## src/common/mdu_pkg.sv

```systemverilog
////////////////////////////////////////////////////////////
// Shared widths and encodings for the multiply/divide unit
// The half-word split assumes a 32-bit data word
////////////////////////////////////////////////////////////

package mdu_pkg;

  // Data word and half-word operand widths
  parameter int unsigned xlen   = 32;
  parameter int unsigned half_w = 16;

  // Multiplier accumulator carries two extra bits above the word
  parameter int unsigned acc_w = xlen + 2;

  // Divider bit counter spans 31 down to 0
  parameter int unsigned cnt_w = 5;

  // Operator class from the decoder
  typedef enum logic [1:0] {
    MD_OP_MULL,
    MD_OP_MULH,
    MD_OP_DIV,
    MD_OP_REM
  } md_op_e;

  // Long division sequence
  typedef enum logic [2:0] {
    DIV_IDLE,
    DIV_ABS_A,
    DIV_ABS_B,
    DIV_COMP,
    DIV_LAST,
    DIV_SIGN,
    DIV_FINISH
  } div_state_e;

endpackage

```

## src/hw/div/mdu_div_ctrl.sv

```systemverilog
////////////////////////////////////////////////////////////
// Long division sequencer, 37 cycles or 2 on a zero divisor
// op_b_i is sampled for the zero test only in IDLE
////////////////////////////////////////////////////////////

module mdu_div_ctrl (
  input  logic                      clk_i,
  input  logic                      rst_ni,
  input  logic                      div_en_i,
  input  logic                      ready_i,
  input  logic [mdu_pkg::xlen-1:0]  op_b_i,
  output mdu_pkg::div_state_e       state_o,
  output logic [mdu_pkg::cnt_w-1:0] count_o,
  output logic                      step_o,
  output logic                      valid_o
);

  // First quotient bit and the last COMP iteration
  localparam logic [mdu_pkg::cnt_w-1:0] cnt_first = '1;
  localparam logic [mdu_pkg::cnt_w-1:0] cnt_one   = {{(mdu_pkg::cnt_w - 1){1'b0}}, 1'b1};

  mdu_pkg::div_state_e       state_q, state_d;
  logic [mdu_pkg::cnt_w-1:0] count_q, count_d;
  logic                      b_zero;
  logic                      hold;

  assign b_zero = (op_b_i == '0);

  always_comb begin
    state_d = state_q;
    count_d = count_q;
    valid_o = 1'b0;
    hold    = 1'b0;

    unique case (state_q)
      mdu_pkg::DIV_IDLE: begin
        count_d = cnt_first;
        // Zero divisor results are already preloaded by the datapath
        state_d = b_zero ? mdu_pkg::DIV_FINISH : mdu_pkg::DIV_ABS_A;
      end

      mdu_pkg::DIV_ABS_A: begin
        count_d = cnt_first;
        state_d = mdu_pkg::DIV_ABS_B;
      end

      mdu_pkg::DIV_ABS_B: begin
        count_d = cnt_first;
        state_d = mdu_pkg::DIV_COMP;
      end

      mdu_pkg::DIV_COMP: begin
        count_d = count_q - cnt_one;
        state_d = (count_q == cnt_one) ? mdu_pkg::DIV_LAST : mdu_pkg::DIV_COMP;
      end

      mdu_pkg::DIV_LAST: begin
        state_d = mdu_pkg::DIV_SIGN;
      end

      mdu_pkg::DIV_SIGN: begin
        state_d = mdu_pkg::DIV_FINISH;
      end

      mdu_pkg::DIV_FINISH: begin
        // Stay here until the requester takes the result
        valid_o = 1'b1;
        hold    = ~ready_i;
        state_d = mdu_pkg::DIV_IDLE;
      end

      default: begin
        state_d = mdu_pkg::DIV_IDLE;
      end
    endcase
  end

  assign step_o = div_en_i & ~hold;

  always_ff @(posedge clk_i or negedge rst_ni) begin
    if (!rst_ni) begin
      state_q <= mdu_pkg::DIV_IDLE;
      count_q <= '0;
    end else if (step_o) begin
      state_q <= state_d;
      count_q <= count_d;
    end
  end

  assign state_o = state_q;
  assign count_o = count_q;

endmodule

```

## src/hw/div/mdu_div_datapath.sv

```systemverilog
////////////////////////////////////////////////////////////
// Restoring division on absolute values with sign fix-up
// Registers advance only on step_i from the sequencer
////////////////////////////////////////////////////////////

module mdu_div_datapath (
  input  logic                      clk_i,
  input  logic                      rst_ni,
  input  logic                      step_i,
  input  mdu_pkg::div_state_e       state_i,
  input  logic [mdu_pkg::cnt_w-1:0] count_i,
  input  mdu_pkg::md_op_e           operator_i,
  input  logic [1:0]                signed_mode_i,
  input  logic [mdu_pkg::xlen-1:0]  op_a_i,
  input  logic [mdu_pkg::xlen-1:0]  op_b_i,
  output logic [mdu_pkg::xlen-1:0]  result_o
);

  localparam int unsigned xw = mdu_pkg::xlen;

  // Remainder needs one bit above the word after the shift
  logic [xw:0]               rem_q, rem_d;
  logic [xw-1:0]             quo_q, quo_d;
  logic [xw-1:0]             num_q, num_d;
  logic [xw-1:0]             den_q, den_d;
  logic [xw:0]               add_a, add_b;
  logic [xw+1:0]             add_res;
  logic                      ge;
  logic [xw-1:0]             next_rem;
  logic [xw-1:0]             next_quo;
  logic [xw-1:0]             one_shift;
  logic [mdu_pkg::cnt_w-1:0] bit_idx;
  logic                      sign_a, sign_b;
  logic                      is_div;
  logic                      negate;

  assign sign_a = signed_mode_i[0] & op_a_i[xw-1];
  assign sign_b = signed_mode_i[1] & op_b_i[xw-1];
  assign is_div = (operator_i == mdu_pkg::MD_OP_DIV);
  assign negate = is_div ? (sign_a ^ sign_b) : sign_a;

  // Adder computes add_a - x as add_a + ~x + 1
  always_comb begin
    add_a = '0;
    add_b = ~{1'b0, op_b_i};
    unique case (state_i)
      mdu_pkg::DIV_ABS_A: add_b = ~{1'b0, op_a_i};
      mdu_pkg::DIV_COMP,
      mdu_pkg::DIV_LAST: begin
        add_a = rem_q;
        add_b = ~{1'b0, den_q};
      end
      mdu_pkg::DIV_SIGN: add_b = ~{1'b0, rem_q[xw-1:0]};
      default: ;
    endcase
  end

  assign add_res = {1'b0, add_a} + {1'b0, add_b} + {{(xw + 1){1'b0}}, 1'b1};

  // Carry out means the partial remainder covers the denominator
  assign ge        = add_res[xw+1];
  assign next_rem  = ge ? add_res[xw-1:0] : rem_q[xw-1:0];
  assign one_shift = {{(xw - 1){1'b0}}, 1'b1} << count_i;
  assign next_quo  = ge ? (quo_q | one_shift) : quo_q;
  assign bit_idx   = count_i - {{(mdu_pkg::cnt_w - 1){1'b0}}, 1'b1};

  always_comb begin
    rem_d = rem_q;
    quo_d = quo_q;
    num_d = num_q;
    den_d = den_q;

    unique case (state_i)
      mdu_pkg::DIV_IDLE: begin
        // Also the final answer when the divisor is zero
        rem_d = is_div ? '1 : {1'b0, op_a_i};
      end

      mdu_pkg::DIV_ABS_A: begin
        quo_d = '0;
        num_d = sign_a ? add_res[xw-1:0] : op_a_i;
      end

      mdu_pkg::DIV_ABS_B: begin
        rem_d = {{xw{1'b0}}, num_q[xw-1]};
        den_d = sign_b ? add_res[xw-1:0] : op_b_i;
      end

      mdu_pkg::DIV_COMP: begin
        rem_d = {next_rem, num_q[bit_idx]};
        quo_d = next_quo;
      end

      mdu_pkg::DIV_LAST: begin
        rem_d = is_div ? {1'b0, next_quo} : {1'b0, next_rem};
      end

      mdu_pkg::DIV_SIGN: begin
        if (negate) begin
          rem_d = {1'b0, add_res[xw-1:0]};
        end
      end

      default: ;
    endcase
  end

  always_ff @(posedge clk_i or negedge rst_ni) begin
    if (!rst_ni) begin
      rem_q <= '0;
      quo_q <= '0;
      num_q <= '0;
      den_q <= '0;
    end else if (step_i) begin
      rem_q <= rem_d;
      quo_q <= quo_d;
      num_q <= num_d;
      den_q <= den_d;
    end
  end

  assign result_o = rem_q[xw-1:0];

endmodule

```

## src/hw/mdu_top.sv

```systemverilog
////////////////////////////////////////////////////////////
// Sequential multiply/divide unit for a 32-bit core
// Enables and operands must stay stable until valid_o and
// ready_i are both high. Only one enable may be high at once
////////////////////////////////////////////////////////////

module mdu_top (
  input  logic                       clk_i,
  input  logic                       rst_ni,
  input  logic                       mult_en_i,
  input  logic                       div_en_i,
  input  logic                       ready_i,
  input  mdu_pkg::md_op_e            operator_i,
  input  logic [1:0]                 signed_mode_i,
  input  logic [mdu_pkg::xlen-1:0]   op_a_i,
  input  logic [mdu_pkg::xlen-1:0]   op_b_i,
  output logic [mdu_pkg::xlen-1:0]   result_o,
  output logic                       valid_o
);

  logic [mdu_pkg::xlen-1:0]  mult_result;
  logic                      mult_valid;
  logic [mdu_pkg::xlen-1:0]  div_result;
  logic                      div_valid;
  logic                      div_step;
  mdu_pkg::div_state_e       div_state;
  logic [mdu_pkg::cnt_w-1:0] div_count;

  mdu_mult_fast u_mult (
    .clk_i         (clk_i),
    .rst_ni        (rst_ni),
    .mult_en_i     (mult_en_i),
    .ready_i       (ready_i),
    .operator_i    (operator_i),
    .signed_mode_i (signed_mode_i),
    .op_a_i        (op_a_i),
    .op_b_i        (op_b_i),
    .result_o      (mult_result),
    .valid_o       (mult_valid)
  );

  mdu_div_ctrl u_div_ctrl (
    .clk_i    (clk_i),
    .rst_ni   (rst_ni),
    .div_en_i (div_en_i),
    .ready_i  (ready_i),
    .op_b_i   (op_b_i),
    .state_o  (div_state),
    .count_o  (div_count),
    .step_o   (div_step),
    .valid_o  (div_valid)
  );

  mdu_div_datapath u_div_dp (
    .clk_i         (clk_i),
    .rst_ni        (rst_ni),
    .step_i        (div_step),
    .state_i       (div_state),
    .count_i       (div_count),
    .operator_i    (operator_i),
    .signed_mode_i (signed_mode_i),
    .op_a_i        (op_a_i),
    .op_b_i        (op_b_i),
    .result_o      (div_result)
  );

  // Divider result only while it is offered
  assign result_o = div_valid ? div_result : mult_result;
  assign valid_o  = mult_valid | div_valid;

endmodule

```

## src/hw/mult/mdu_mult_fast.sv

```systemverilog
////////////////////////////////////////////////////////////
// One 17x17 MAC per cycle, low word in 3 cycles and high
// word in 4. Operands must be held until the result is taken
////////////////////////////////////////////////////////////

module mdu_mult_fast (
  input  logic                     clk_i,
  input  logic                     rst_ni,
  input  logic                     mult_en_i,
  input  logic                     ready_i,
  input  mdu_pkg::md_op_e          operator_i,
  input  logic [1:0]               signed_mode_i,
  input  logic [mdu_pkg::xlen-1:0] op_a_i,
  input  logic [mdu_pkg::xlen-1:0] op_b_i,
  output logic [mdu_pkg::xlen-1:0] result_o,
  output logic                     valid_o
);

  localparam int unsigned xw = mdu_pkg::xlen;
  localparam int unsigned hw = mdu_pkg::half_w;
  localparam int unsigned aw = mdu_pkg::acc_w;

  typedef enum logic [1:0] {
    ALBL,
    ALBH,
    AHBL,
    AHBH
  } mult_state_e;

  mult_state_e         state_q, state_d;
  logic [aw-1:0]       acc_q;
  logic [aw-1:0]       accum;
  logic [aw-1:0]       mac_res;
  logic [aw-1:0]       mac_res_d;
  logic signed [aw:0]  mac_res_signed;
  logic [hw-1:0]       mult_op_a, mult_op_b;
  logic                sign_a, sign_b;
  logic                signed_mult;
  logic                hold;

  assign signed_mult = (signed_mode_i != 2'b00);

  // The top two bits of the 35-bit sum always agree, so bit aw is dropped
  assign mac_res_signed = $signed({sign_a, mult_op_a}) * $signed({sign_b, mult_op_b})
                        + $signed(accum);
  assign mac_res = mac_res_signed[aw-1:0];

  always_comb begin
    mult_op_a = op_a_i[hw-1:0];
    mult_op_b = op_b_i[hw-1:0];
    sign_a    = 1'b0;
    sign_b    = 1'b0;
    accum     = '0;
    mac_res_d = mac_res;
    state_d   = state_q;
    valid_o   = 1'b0;
    hold      = 1'b0;

    unique case (state_q)
      ALBL: begin
        state_d = ALBH;
      end

      ALBH: begin
        // al * bh, shifted down by the low half of al * bl
        mult_op_b = op_b_i[xw-1:hw];
        sign_b    = signed_mode_i[1] & op_b_i[xw-1];
        accum     = {{(aw - hw){1'b0}}, acc_q[xw-1:hw]};
        if (operator_i == mdu_pkg::MD_OP_MULL) begin
          mac_res_d = {2'b00, mac_res[hw-1:0], acc_q[hw-1:0]};
        end
        state_d = AHBL;
      end

      AHBL: begin
        mult_op_a = op_a_i[xw-1:hw];
        sign_a    = signed_mode_i[0] & op_a_i[xw-1];
        if (operator_i == mdu_pkg::MD_OP_MULL) begin
          // Low word done, splice the kept low half under the new sum
          accum     = {{(aw - hw){1'b0}}, acc_q[xw-1:hw]};
          mac_res_d = {2'b00, mac_res[hw-1:0], acc_q[hw-1:0]};
          valid_o   = 1'b1;
          hold      = ~ready_i;
          state_d   = ALBL;
        end else begin
          accum   = acc_q;
          state_d = AHBH;
        end
      end

      AHBH: begin
        mult_op_a = op_a_i[xw-1:hw];
        mult_op_b = op_b_i[xw-1:hw];
        sign_a    = signed_mode_i[0] & op_a_i[xw-1];
        sign_b    = signed_mode_i[1] & op_b_i[xw-1];
        // Upper part of the running sum, sign extended unless fully unsigned
        accum[aw-hw-1:0]  = acc_q[aw-1:hw];
        accum[aw-1:aw-hw] = {hw{signed_mult & acc_q[aw-1]}};
        valid_o = 1'b1;
        hold    = ~ready_i;
        state_d = ALBL;
      end

      default: begin
        state_d = ALBL;
      end
    endcase
  end

  always_ff @(posedge clk_i or negedge rst_ni) begin
    if (!rst_ni) begin
      state_q <= ALBL;
      acc_q   <= '0;
    end else if (mult_en_i && !hold) begin
      state_q <= state_d;
      acc_q   <= mac_res_d;
    end
  end

  assign result_o = mac_res_d[xw-1:0];

endmodule

```

## config.mk

```make
export PLATFORM = sky130hd
export DESIGN_NAME = mdu_top
export DESIGN_NICKNAME = d
export VERILOG_FILES = /design/src/common/mdu_pkg.sv /design/src/hw/div/mdu_div_ctrl.sv /design/src/hw/div/mdu_div_datapath.sv /design/src/hw/mdu_top.sv /design/src/hw/mult/mdu_mult_fast.sv
export SDC_FILE = /design/constraint.sdc
export NUM_CORES = 2
export LEC_CHECK = 0
export ABC_AREA = 1
export BUFFER_PORTS_ARGS = -buffer_cell sky130_fd_sc_hd__buf_2
export CAP_MARGIN = 20
export CELL_PAD_IN_SITES_DETAIL_PLACEMENT = 0
export CELL_PAD_IN_SITES_GLOBAL_PLACEMENT = 2
export CORE_MARGIN = 5
export CORE_UTILIZATION = 37
export DETAILED_ROUTE_END_ITERATION = 6
export PLACE_DENSITY = 0.82
export SLEW_MARGIN = 10
export SYNTH_ARGS = -nofsm -noshare
export SYNTH_HDL_FRONTEND = slang
export SYNTH_HIERARCHICAL = 1
export SYNTH_SLANG_ARGS = --single-unit
```

## constraint.sdc

```tcl
create_clock -name clk_i -period 15.3 [get_ports clk_i]
set_clock_uncertainty 0.2 [all_clocks]
set_input_delay 3.06 -clock clk_i [delete_from_list [all_inputs] [get_ports clk_i]]
set_output_delay 3.06 -clock clk_i [all_outputs]
set_load 0.01 [all_outputs]
```

After elaboration in Yosys (flattened, before gate mapping)

Cells that the tools add are included.

Register bits: 173
Bits of input ports: 73
Output and inout port bits: 33
Logic and storage cells: 95

$add $sub $neg: 4
Multipliers: 1
Order comparisons: 1
Equality and inequality tests: 12
Shift-type cells: 1
Muxes and demuxes: 35
Bitwise operators: 13
Reductions and logical operators: 20

Operators with widths:

| kind                                             | count |
|---|---|
| 2-to-1 mux 32 bit                                | 6 |
| one-hot mux 33 bit (5 select lines)              | 1 |
| NOT 32 -> 33 bit                                 | 4 |
| 2-to-1 mux 34 bit                                | 3 |
| one-hot mux 34 bit (3 select lines)              | 1 |
| 2-to-1 mux 33 bit                                | 3 |
| one-hot mux 33 bit (3 select lines)              | 1 |
| one-hot mux 32 bit (2 select lines)              | 1 |
| adder 33 x 33 -> 34 bit                          | 1 |
| adder 34 x 1 -> 34 bit, second input constant    | 1 |
| adder 34 bit                                     | 1 |
| multiplier 17 x 17 -> 34 bit                     | 1 |
| zero test 32 bit                                 | 1 |
| 2-to-1 mux 16 bit                                | 2 |
| bitwise OR 32 bit                                | 1 |
| << shifter 1 x 5 -> 32 bit, first input constant | 1 |
| one-hot mux 3 bit (6 select lines)               | 1 |
| one-hot mux 5 bit (2 select lines)               | 1 |
| equality test 3 bit, second input constant       | 3 |
| 2-to-1 mux 1 bit                                 | 8 |
| one-hot mux 2 bit (4 select lines)               | 1 |
| AND reduction 2 bit                              | 4 |
| OR reduction 2 bit                               | 4 |
| equality test 2 bit, second input constant       | 3 |
| 23 further kinds                                 | 33 |

Depth between registers and ports, before layout

Depth after elaboration: 8
Depth in mapped cells: 38
Gate-level depth less buffers: 36

Hierarchy

Netlist, hierarchy kept.

By module, submodules not included:

| module           | times used | cells an instance | area an instance (µm²) | seq. area each (µm²) |
|---|---|---|---|---|
| mdu_mult_fast    | 1          | 2,137             | 15,919.0               | 900.9 |
| mdu_div_datapath | 1          | 2,067             | 12,206.7               | 3,228.1 |
| mdu_div_ctrl     | 1          | 101               | 634.4                  | 200.2 |
| mdu_top          | 1          | 105               | 440.4                  | 0.0 |

Worst setup path before layout

No wires, ideal clock.

Path kind: input to output
Start point: in op_a_i[31] in the netlist's numbering
End point: out result_o[21] in the netlist's numbering
Data arrival time: 9,640 ps
Data required time: 12,040 ps
Path slack: 2,400 ps
Stages: 30
Buffers on the path: 2
Cells stage by stage: inv_1 nor2_1 inv_1 nor2_2 inv_1 clkbuf_1 nor2_1 fa_1 fa_1 fa_1 inv_1 fa_1 inv_1 fa_1 inv_1 fa_1 inv_1 ha_1 a21oi_1 o21ai_0 a21oi_1 nand2_1 nand2_1 nand2_1 nand2_1 nand3_1 and2_1 buf_4 nand2_1 nand2_1

Cells in the longest elaborated chain, start to end: 7
Elaborated cells between the ends (all ways): 8
Those cells by class: add/sub (1); mul (1); mux (5); bitwise (1)

Ends and longest elaborated chain:

| what                           | RTL line                                 | RTL |
|---|---|---|
| start: declaration             | mdu_top.sv:15                            | `input logic [mdu_pkg::xlen-1:0] op_a_i,` |
| bitwise AND 1 bit              | mdu_mult_fast.sv:77, mdu_mult_fast.sv:94 |  |
| 2-to-1 mux 1 bit               | n/a                                      |  |
| multiplier 17 x 17 -> 34 bit * | mdu_mult_fast.sv:44                      | `assign mac_res_signed = $signed({sign_a, mult_op_a}) * $signed({sign_b, mult_op_b})` |
| adder 34 bit *                 | mdu_mult_fast.sv:45                      | `+ $signed(accum);` |
| 2-to-1 mux 34 bit              | mdu_mult_fast.sv:69, mdu_mult_fast.sv:78 |  |
| 2-to-1 mux 34 bit *            | n/a                                      |  |
| via u_mult.mac_res_d[21]       | mdu_mult_fast.sv:34                      | `logic [aw-1:0] mac_res_d;` |
| 2-to-1 mux 32 bit *            | mdu_top.sv:68                            | `assign result_o = div_valid ? div_result : mult_result;` |
| end: declaration               | mdu_top.sv:17                            | `output logic [mdu_pkg::xlen-1:0] result_o,` |

Mark *: on every way through the listed nets, which the timed path passes. The rest lies on a longest branch.

Final worst setup path

Start point: in op_a_i[31] in the netlist's numbering
End point: out result_o[26] in the netlist's numbering

Cells in the longest elaborated chain, start to end: 7
Elaborated cells between the ends (all ways): 8
Those cells by class: add/sub (1); mul (1); mux (5); bitwise (1)

Ends and longest elaborated chain:

| what                           | RTL line                                 | RTL |
|---|---|---|
| bitwise AND 1 bit              | mdu_mult_fast.sv:77, mdu_mult_fast.sv:94 |  |
| 2-to-1 mux 1 bit               | n/a                                      |  |
| multiplier 17 x 17 -> 34 bit * | mdu_mult_fast.sv:44                      |  |
| adder 34 bit *                 | mdu_mult_fast.sv:45                      |  |
| 2-to-1 mux 34 bit              | mdu_mult_fast.sv:69, mdu_mult_fast.sv:78 |  |
| 2-to-1 mux 34 bit *            | n/a                                      |  |
| via mult_result, one bit       | mdu_top.sv:21                            | `logic [mdu_pkg::xlen-1:0] mult_result;` |
| 2-to-1 mux 32 bit *            | mdu_top.sv:68                            |  |

Marked as above.

==> results_dict.tcl <==
set metrics [dict create \
    status "complete, but fails checks" \
    violations "design-rule violations" \
    slew_headroom_pct 26.13 \
    tns_ns 0 \
    initial_utilization_pct 37.14 \
    fmax_mhz 74.64 \
    utilization_pct 39.29 \
    firstDrtPassIters 7 \
    antenna_found_initial 11 \
    synthCells 4410 \
    io-pin-count 106 \
    cts_tree "yes" \
    cp_slowest_stage_delay_ns 0.58 \
    period_share_pct 87.57 \
    yosys.area.top_type "fa_1" \
    hold_buffers 0 \
    syn_area_mm2 0.02920 \
    core.rowCount 103 \
    post-cts-setup-buffers 0 \
    crit_type "input port to output port" \
    drive_above_1_share_pct 6.247 \
    via_per_inst 5.194 \
    vias 28166 \
    area_growth_pct 5.780 \
    h-tree-depth 4 \
    final_area_mm2 0.03089 \
    hold_path_class "register to register" \
    final-hold-violation-count 0 \
    grt_pass1_vias 27174 \
    crit_family "adder cells" \
    crit_top_cell "inv_1" \
    cts_max_path_buffers 2 \
    synth_seq_cells 173 \
    synth_top_area_share_pct 23.31 \
    tightest_slew_ns 1.101 \
    final_nets 4915 \
    gp_congestion 0.9498 \
    synth-warning-count 6 \
    wire_per_inst_um 23.01 \
    ys_seq_area_share_pct 14.83 \
    overflow 0 \
    post_cts_resized 0 \
    drv_cap 0 \
    cp_max_fo 12 \
    ys_types 50 \
    worst_ep_required_time_ns 12.04 \
    rsz0062_at_grt "false" \
    drt_iter0_markers 3257 \
    numPortBuffers 105 \
    worstSetupStartpointType "input port" \
    dieArea_mm2 0.08464 \
    synth_nets 4968 \
    avgSynthCellArea_um2 6.621 \
    track_usage_pct 29.29 \
    setup_viol_count_final 0 \
    slew_violations 0 \
    numCtsBuffers 17 \
    hpwl_um 101200 \
    critPathArrivalTime_ns 10.14 \
    core-area_mm2 0.07861 \
    path_buf_inv 10 \
    crit_path_top_delay_cell "fa_1" \
    cts.sinks 173 \
    die_width_um 290.9 \
    ys_top_cells_by_area "fa_1, nand2_1, dfrtp_1" \
    holdWs_ns 0.2905 \
    fin_crit_ns 13.40 \
    insertion_delay_ns 0.51 \
    clkSlewWorstSetupHoldPaths_ns 0.07 \
    die-height_um 290.9 \
    finalWirelength_um 124800 \
    drtAntennaViolNets 0 \
    grt_pass1_wl_um 185300 \
    place_area_mm2 0.03029 \
    crit_path_end_kind "output port" \
    grt_max_degree 69 \
    cts-root-buf "clkbuf_16" \
    drc_errors 9 \
]
==> sequential cells by signal (all words and copies together), names as in the netlist <==
register,count
u_div_ctrl/count_o,5
u_div_ctrl/state_o,3
u_div_dp/den_q,32
u_div_dp/num_q,32
u_div_dp/quo_q,32
u_div_dp/rem_q,33
u_mult/acc_q,34
u_mult/state_q,2
==> worst min-delay path, stage by stage, from the launching register on <==
cell	delay, ns
dfrtp_1	0.35
nand2_1	0.06
nand2_1	0.05
==> final timing paths <==
path / startpoint / to / slack (ns) / depth (start not counted)
worst max-delay path: op_a_i[31] / result_o[26] / 1.90 / 29
worst min-delay path: u_div_dp/num_q[8] / u_div_dp/num_q[8] / 0.29 / 2
worst max register to register: u_mult/state_q[0] / u_mult/acc_q[32] / 7.17 / 28
worst min register to register: u_div_dp/num_q[8] / u_div_dp/num_q[8] / 0.29 / 2
max in group asynchronous: rst_ni / u_div_dp/den_q[29] / 11.23 / 2
min in group asynchronous: rst_ni / u_div_dp/den_q[1] / 2.32 / 1
==> synth_stat cells (all sizes together) <==
cell and number:
dfrtp 173, nand3 286, a21boi 4, nand2 1202, clkbuf 95, a21oi 184, nand4 12, xnor2 12
o21a 2, ha 145, a31oi 33, buf 135, a21o 5, fa 340, and2 10, a211oi 2
a32oi 3, inv 974, a22oi 2, o21ai 247, nor3 25, a221oi 28, and3 1, nor2 400
clkinv 5, xor2 18, o2111ai 1, nand3b 5, nor4 8, o22ai 33, o21bai 3, o211ai 9
or2 8
==> cell type report <==
class | count | area, um^2
clock buffers | 17 | 425.4
multi-input cells | 3028 | 20030
diodes | 3 | 7.507
repair buffers | 158 | 932.1
fillers | 8739 | 47720
well taps | 1050 | 1314
clock inverters | 15 | 170.2
flip-flops and latches | 173 | 4329
inverters | 979 | 3677
==> cells in the final DEF (no fill, tap or decap), types with 17 or more instances in the layout <==
cell type | synthesis | layout
nand2_1 | 1194 | 1192
dfrtp_1 | 173 | 173
inv_1 | 962 | 961
nor2_1 | 390 | 383
clkbuf_16 | 0 | 17
a221oi_1 | 28 | 28
a31oi_1 | 33 | 33
ha_1 | 145 | 145
nand3_1 | 285 | 285
buf_4 | 70 | 53
o21ai_0 | 218 | 213
o21ai_1 | 16 | 21
nor3_1 | 24 | 23
a21oi_1 | 169 | 168
fa_1 | 340 | 340
o22ai_1 | 33 | 33
xor2_1 | 18 | 18
buf_2 | 37 | 104
==> metrics by stage <==
stage               setup slack [ns]  std cells
finish                         1.902       5423
global route                   1.454       5420
CTS                            1.883       5420
detailed placement             1.904       5388
global placement               1.676       5388
floorplan                      2.400       4410
==> metal layers <==
metal | track usage [%] | part of all wire [%] | vias to the layer above
met5 | 0 | 0.044 | -
met4 | 5.846 | 1.8 | 8
met3 | 8.797 | 11 | 112
met2 | 38.53 | 38 | 1169
met1 | 46.78 | 49 | 13660
li1 | - | - | 13217
==> kinds of logic (layout without fill, tap and decap cells) <==
kind of cell | Yosys count | in the layout | share of synthesized area (%)
compound gates | 556 | 556 | 10.83
xor+xnor | 30 | 30 | 0.8998
fa+ha+maj | 485 | 485 | 29.52
buf+inv | 1209 | 1169 | 16.79
flops | 173 | 173 | 14.83
other cells | 0 | 3 | 0
simple gates | 1957 | 1957 | 27.13
Power is left out: the tool's default activity adds up to more than one toggle a clock period on the data nets, which glitch-free logic cannot reach.
